==> src/rtl/chol_pkg.sv <==
package chol_pkg;

    // ============================
    // Sizes
    // ============================
    localparam int N         = 5;                  // Matrix order
    localparam int NUM_ELEMS = N * (N + 1) / 2;    // Lower triangle size
    localparam int DATA_W    = 32;
    localparam int FRAC_W    = 16;                 // Q16.16
    localparam int ACC_W     = 64;                 // Q32.32 product sums
    localparam int COL_W     = 3;                  // Row or column index

    // Iteration counts of the arithmetic units
    localparam int SQRT_ITER = 24;                 // Root bits
    localparam int DIV_ITER  = 48;                 // Quotient bits

    // ============================
    // Types
    // ============================
    typedef logic signed [DATA_W-1:0] elem_t;
    typedef logic signed [ACC_W-1:0]  acc_t;
    typedef elem_t [NUM_ELEMS-1:0]    tri_t;       // Element 0 in the low bits
    typedef elem_t [N-1:0]            col_t;       // One value per row

    // Position of element (i,j) with i >= j in the packed triangle
    function automatic int tri_idx(input int i, input int j);
        return i * (i + 1) / 2 + j;
    endfunction

endpackage

==> src/rtl/chol_ifs.sv <==
`timescale 1ns/1ps

// Square root unit handshake
interface sqrt_if;
    logic            start;
    chol_pkg::elem_t radicand;
    chol_pkg::elem_t root;
    logic            done;

    modport ctrl (
        output start,
        output radicand,
        input  root,
        input  done
    );

    modport unit (
        input  start,
        input  radicand,
        output root,
        output done
    );
endinterface


==> src/rtl/fix_sqrt.sv <==
`timescale 1ns/1ps

module fix_sqrt (
    input logic  clk,
    input logic  rst,
    sqrt_if.unit sq
);

    typedef logic [$clog2(chol_pkg::SQRT_ITER + 1)-1:0] cnt_t;

    logic [chol_pkg::DATA_W+chol_pkg::FRAC_W-1:0] op_q;   // Radicand bits still to consume
    logic [chol_pkg::SQRT_ITER+1:0]               rem_q;
    logic [chol_pkg::SQRT_ITER-1:0]               root_q;
    logic [chol_pkg::SQRT_ITER+3:0]               cand;
    logic [chol_pkg::SQRT_ITER+3:0]               trial;
    logic [chol_pkg::SQRT_ITER+3:0]               diff;
    cnt_t                                         cnt_q;
    logic                                         busy_q;
    logic                                         done_q;

    // Bring down two radicand bits and try 4*root + 1
    assign cand  = {rem_q, op_q[chol_pkg::DATA_W+chol_pkg::FRAC_W-1 -: 2]};
    assign trial = {2'b00, root_q, 2'b01};
    assign diff  = cand - trial;

    always_ff @(posedge clk) begin
        if (rst) begin
            busy_q <= 1'b0;
            cnt_q  <= '0;
            done_q <= 1'b0;
        end else begin
            done_q <= 1'b0;
            if (sq.start) begin
                busy_q <= 1'b1;
                cnt_q  <= '0;
            end else if (busy_q) begin
                cnt_q <= cnt_q + 1'b1;
                if (cnt_q == cnt_t'(chol_pkg::SQRT_ITER - 1)) begin
                    busy_q <= 1'b0;
                    done_q <= 1'b1;                       // Last root bit lands now
                end
            end
        end
    end

    always_ff @(posedge clk) begin
        if (sq.start) begin
            op_q   <= {sq.radicand, {chol_pkg::FRAC_W{1'b0}}};   // Root comes out in Q16.16
            rem_q  <= '0;
            root_q <= '0;
        end else if (busy_q) begin
            op_q <= op_q << 2;
            if (cand >= trial) begin
                rem_q  <= diff[chol_pkg::SQRT_ITER+1:0];
                root_q <= {root_q[chol_pkg::SQRT_ITER-2:0], 1'b1};
            end else begin
                rem_q  <= cand[chol_pkg::SQRT_ITER+1:0];
                root_q <= {root_q[chol_pkg::SQRT_ITER-2:0], 1'b0};
            end
        end
    end

    assign sq.root = chol_pkg::elem_t'(root_q);          // Zero extended
    assign sq.done = done_q;

endmodule

==> src/flat_wrapper.sv <==
// flat-port wrapper written by rule: the top's interface ports become plain ports
module fix_sqrt_flat 
  (clk, rst, sq_start, sq_radicand, sq_root, sq_done);
  sqrt_if sq_i ();
  input logic clk;
  input logic rst;
  input wire logic [$bits(sq_i.start)-1:0] sq_start;
  input wire logic [$bits(sq_i.radicand)-1:0] sq_radicand;
  output wire logic [$bits(sq_i.root)-1:0] sq_root;
  output wire logic [$bits(sq_i.done)-1:0] sq_done;
  assign sq_i.start = sq_start;
  assign sq_i.radicand = sq_radicand;
  assign sq_root = sq_i.root;
  assign sq_done = sq_i.done;
  fix_sqrt u_core (.clk(clk), .rst(rst), .sq(sq_i));
endmodule
==> config.mk <==
export PLATFORM = sky130hd
export DESIGN_NAME = fix_sqrt_flat
export DESIGN_NICKNAME = d
export VERILOG_FILES = /design/src/rtl/chol_pkg.sv /design/src/rtl/chol_ifs.sv /design/src/rtl/fix_sqrt.sv /design/src/flat_wrapper.sv
export SDC_FILE = /design/constraint.sdc
export NUM_CORES = 1
export LEC_CHECK = 0
export BUFFER_PORTS_ARGS = -buffer_cell sky130_fd_sc_hd__buf_2
export CAP_MARGIN = 20
export CORE_MARGIN = 2
export CORE_UTILIZATION = 61
export DETAILED_ROUTE_END_ITERATION = 10
export PLACE_DENSITY = 0.84
export SYNTH_ARGS = -nofsm -noshare
export SYNTH_HDL_FRONTEND = slang
export SYNTH_SLANG_ARGS = --single-unit
==> constraint.sdc <==
create_clock -name clk -period 5.1 [get_ports clk]
set_input_delay 0.765 -clock clk [delete_from_list [all_inputs] [get_ports clk]]
set_output_delay 0.765 -clock clk [all_outputs]
set_load 0.02 [all_outputs]
---- After elaboration in Yosys (flattened, before gate mapping) ----
Index checks and enable logic that the tools add are counted.
storage, ports and cells
  register bits ........................... 89
  bits of input ports ..................... 35
  output and inout port bits .............. 33
  word-level logic and storage cells ...... 22
operators by class
  $add $sub $neg .......................... 2
  order comparisons ....................... 1
  eq/ne operators ......................... 1
  muxes and demuxes ....................... 8
  bitwise logic cells ..................... 1
  reductions and logical operators ........ 3
operators by type and width
  operator                                      number
  two-way mux 48 bit                            2
  greater-or-equal comparator 28 x 26 -> 1 bit  1
  two-way mux 26 bit                            1
  subtractor 26 bit                             1
  adder 5 x 1 -> 5 bit (second input constant)  1
  == test 5 bit (second input constant)         1
  two-way mux 1 bit                             5
  OR reduction 3 bit                            1
  nonzero test 2 bit                            1
  OR reduction 2 bit                            1
  NOT 1 bit                                     1

---- Longest topological paths before layout ----
  word-level depth ........................ 4
  mapped depth ............................ 13
  mapped depth without buffers ............ 10

---- Worst setup path after synthesis ----
No wires, ideal clock.
  path type ............................... register to register
  start point ............................. reg u_core.root_q[0] (netlist bit)
  end point ............................... reg u_core.rem_q[5] (netlist bit)
  library setup time ...................... 0.079 ns
  arrival ................................. 2.543 ns
  required time ........................... 5.021 ns
  setup slack ............................. 2.477 ns
  stages on the path, launching flop included .. 12
  path buffers ............................ 1
  period minus slack after synthesis ...... 2.623 ns
  path through ............................ dfxtp_1 inv_1 ha_1 and2b_2 o31ai_4 a2111oi_4 o21ai_2 nand2_2 a31o_4 buf_12 mux2_4 a211oi_2
on the way
  cells in the longest elaborated chain, start to end .. 2
  elaborated cells between the ends (all ways) .. 3
  classes of those cells .................. 1 x add/sub; 1 x order compare; 1 x mux
ends and longest elaborated chain
  what                                                                                      line                            text
  start, declared                                                                           fix_sqrt.sv:13                  logic [chol_pkg::SQRT_ITER-1:0] root_q;
  start signal, assigned                                                                    fix_sqrt.sv:55                  root_q <= {root_q[chol_pkg::SQRT_ITER-2:0], 1'b1};
  start signal, assigned                                                                    fix_sqrt.sv:58                  root_q <= {root_q[chol_pkg::SQRT_ITER-2:0], 1'b0};
  subtractor 26 bit / greater-or-equal comparator 28 x 26 -> 1 bit (equally long branches)  fix_sqrt.sv:24, fix_sqrt.sv:53
  two-way mux 26 bit (*)                                                                    fix_sqrt.sv:53                  if (cand >= trial) begin
  end signal, assigned                                                                      fix_sqrt.sv:54                  rem_q <= diff[chol_pkg::SQRT_ITER+1:0];
  end signal, assigned                                                                      fix_sqrt.sv:57                  rem_q <= cand[chol_pkg::SQRT_ITER+1:0];
  end, declared                                                                             fix_sqrt.sv:12                  logic [chol_pkg::SQRT_ITER+1:0] rem_q;
Mark *: on every way between the ends. The rest lies on a longest branch, timed or not.
A chain may end at the register's enable or synchronous reset.

---- Final worst setup path ----
  start point ............................. reg u_core.root_q[7] (netlist bit)
  end point ............................... reg u_core.rem_q[5] (netlist bit)
on the way
  cells in the longest elaborated chain, start to end .. 2
ends and longest elaborated chain
  what                                          line
  greater-or-equal comparator 28 x 26 -> 1 bit  fix_sqrt.sv:53
  two-way mux 26 bit                            fix_sqrt.sv:53
No other way between the ends.

==> reports/qor.txt <==
Status: finished clean
Ys async rst share: 0%
Cell taking the most area after synthesis: dfxtp_1
Worst-Skew Late Latency: 0.37 ns
IO buf count: 59
Clock share of power: 17.0%
Initial drt markers: 169
Top-Level Pins: 68
Warnings from Yosys: 0
Yosys top cell area share: 22.2%
Worst path required time: 5.39 ns
Clock sink count: 89
RSZ-0062 raised after global routing: no
DR vias/cell: 5.83
Worst-margin pin slew: 0.884 ns
DR vias: 3944
Switch Pwr: 1.15 mW
Cell Area, Synth: 5150 sq um
Startpoint Class: flip-flop
Largest net degree at the start of global routing: 84
Final Hold Viols: 0
Synth cell types: 58
Worst Path Arrival: 3.29 ns
Nets: 628
Slew Limit Fails: 0
Reg2Reg Depth: 9
Initial Util: 62.7%
Post-CTS setup buffers: 0
Syn Inst Count: 518
CTS Hold Bufs: 0
Initial antenna violation count: 0
Pre-antenna DRT Iters: 4
Final ANT Viol Nets: 0
Cell internal pwr: 1.65 mW
Slew HR: 41.1%
Num CTS Buffers: 9
Most common cell in the netlist: dfxtp_1
Ys flop type: dfxtp_1
Die area: 9190 sq um
Max_cap viols: 0
PwrDens: 497 nW/um^2
Worst setup EP type: flip-flop
GRT Overall Usage: 24.2%
Horiz. Die Dim: 95.9 um
Post-synth top cells: dfxtp_1, nor2_1, mux2i_1
Cell count after placement: 659
Fin util: 68.6%
Post-synth EDFFs: 32
Final-report setup violation count: 0
CP Class: reg -> reg
Hold path depth: 2
Final GP Congestion: 0.947
Critical path's largest stage delay: 0.44 ns
First-pass GRT wire length: 17300 um
Hold Crit Class: reg -> reg
Post-route insts no fill: 676
Final HPWL DP: 7320 um
IR Drop Worst-Case VDD: 245 uV
Vias in the first global route: 3720
Final period utilization: 58.9%
Sequential power share: 31.5%
CTS tree: built
Synth area leaders: dfxtp_1, edfxtp_1, mux2i_1, ha_1, mux2_2
Critical-path cell list: inv_1 -> ha_1 -> nand3_1 -> nor4_1 -> a311oi_1 -> o21ai_0 -> a31o_4 -> mux2_4 -> a211oi_2
Synth-to-layout area growth: 9.38%
CTS resizes: 0
Antenna cells: 0
Root buf cell: clkbuf_8
Overall die height: 95.9 um
Layout cells sized above 1: 21.9%
Crit path max fanout: 19
Max Root-Sink Buffers: 2
Yosys reg bits: 89
CTS clk-pin slew, worst paths: 0.09 ns
Wire length per cell: 15.5 um
Placeable Area: 8220 sq um
Cell leakage power: 2.38 nW
CP max-delay cell: ha_1
Final Critical Period: 3.00 ns
Clk_skew: 0.00940 ns
Synth Area per Inst: 9.94 sq um
DR DRC count: 0
Power share of the combinational group: 51.5%
Sw Ratio: 41.0%
Gr ovfl total: 0
# rows: 33
Post-synthesis sequential area ratio: 40.8%
Fin Setup TNS: 0 ns
CTS H-tree lvls: 3
F_max: 333 MHz
WL final: 10500 um
[per-layer routing]
layer | vias to the layer above | global-route usage (%) | routed length, um
met4 | 0 | 8.81 | 210
met5 | - | 0 | 0
met2 | 115 | 39.0 | 5060
met1 | 1849 | 32.1 | 4690
met3 | 24 | 5.25 | 505
li1 | 1956 | - | -
[metrics by stage]
stage	hold slack [ns]	setup slack [ns]	total power, mW	instance area [sq um]
2_1_floorplan	0.450	2.48	2.12	5180
5_1_grt	0.530	1.84	3.00	5630
3_3_place_gp	0.474	2.09	2.26	5410
3_5_place_dp	0.486	1.96	2.30	5440
4_1_cts	0.502	1.81	2.78	5630
6_report	0.508	2.10	2.80	5630
[state kept, by name (all words and copies together), names as in the netlist]
register / cells
u_core.root_q: 24
u_core.cnt_q: 5
u_core.busy_q: 1
u_core.rem_q: 26
u_core.op_q: 32
u_core.sq.done: 1
[cell type report]
| type | count | area [sq um] |
|---|---|---|
| fillers | 632 | 2580 |
| inverters | 33 | 124 |
| multi-input cells | 370 | 2740 |
| flip-flops and latches | 89 | 2100 |
| clock buffers | 9 | 124 |
| clock inverters | 7 | 66.3 |
| well taps | 105 | 131 |
| repair buffers | 63 | 345 |
[logic make-up after synthesis]
group	share of synthesized area, %
XOR/XNOR	4.42
AND/OR/NAND/NOR	11.9
multiplexers	14.8
adder cells (fa/ha/maj)	6.56
buffers and inverters	6.51
other	0.0728
flip-flops	40.8
AO/OA/AOI/OAI	14.9
[power by group through the flow]
stage / registers (mW) / clock network, mW / logic, mW
finish: 0.881 / 0.476 / 1.44
floorplan: 0.879 / 0 / 1.24
detailed placement: 0.895 / 0 / 1.40
global route: 0.891 / 0.512 / 1.60
CTS: 0.881 / 0.485 / 1.42
global placement: 0.893 / 0 / 1.37
[layout by cell type (no fill, tap or decap), types with 5 or more instances in the layout]
master,count
conb_1,8
a31oi_1,8
clkbuf_8,9
nor3_1,11
xor2_1,11
nor2_1,55
a211oi_1,13
nand3_1,10
buf_2,59
edfxtp_1,32
inv_1,33
a311oi_1,5
a21o_1,9
xnor2_1,15
dfxtp_1,56
o21ai_0,20
ha_1,27
mux2_2,30
mux2i_1,41
a21oi_1,20
nand4_1,6
nand2_1,28
[critical path: cells and delay by family (launching register included)]
| kind | cells | cell delay [ns] |
|---|---|---|
| DFF | 1 | 0.37 |
| buffers and inverters | 1 | 0.05 |
| adders and majority gates | 1 | 0.44 |
| muxes | 1 | 0.34 |
| AOI/OAI and AO/OA | 4 | 1.14 |
| and+or+nand+nor | 2 | 0.57 |
[path summary, 6_finish.rpt]
path	from	to	slack (ns)
hold reg to reg	u_core.rem_q[0]	u_core.rem_q[0]	0.51
setup / recovery	u_core.root_q[7]	u_core.rem_q[5]	2.10
hold / removal	u_core.rem_q[0]	u_core.rem_q[0]	0.51
setup reg to reg	u_core.root_q[7]	u_core.rem_q[5]	2.10
(Power assumes the default switching activity.)
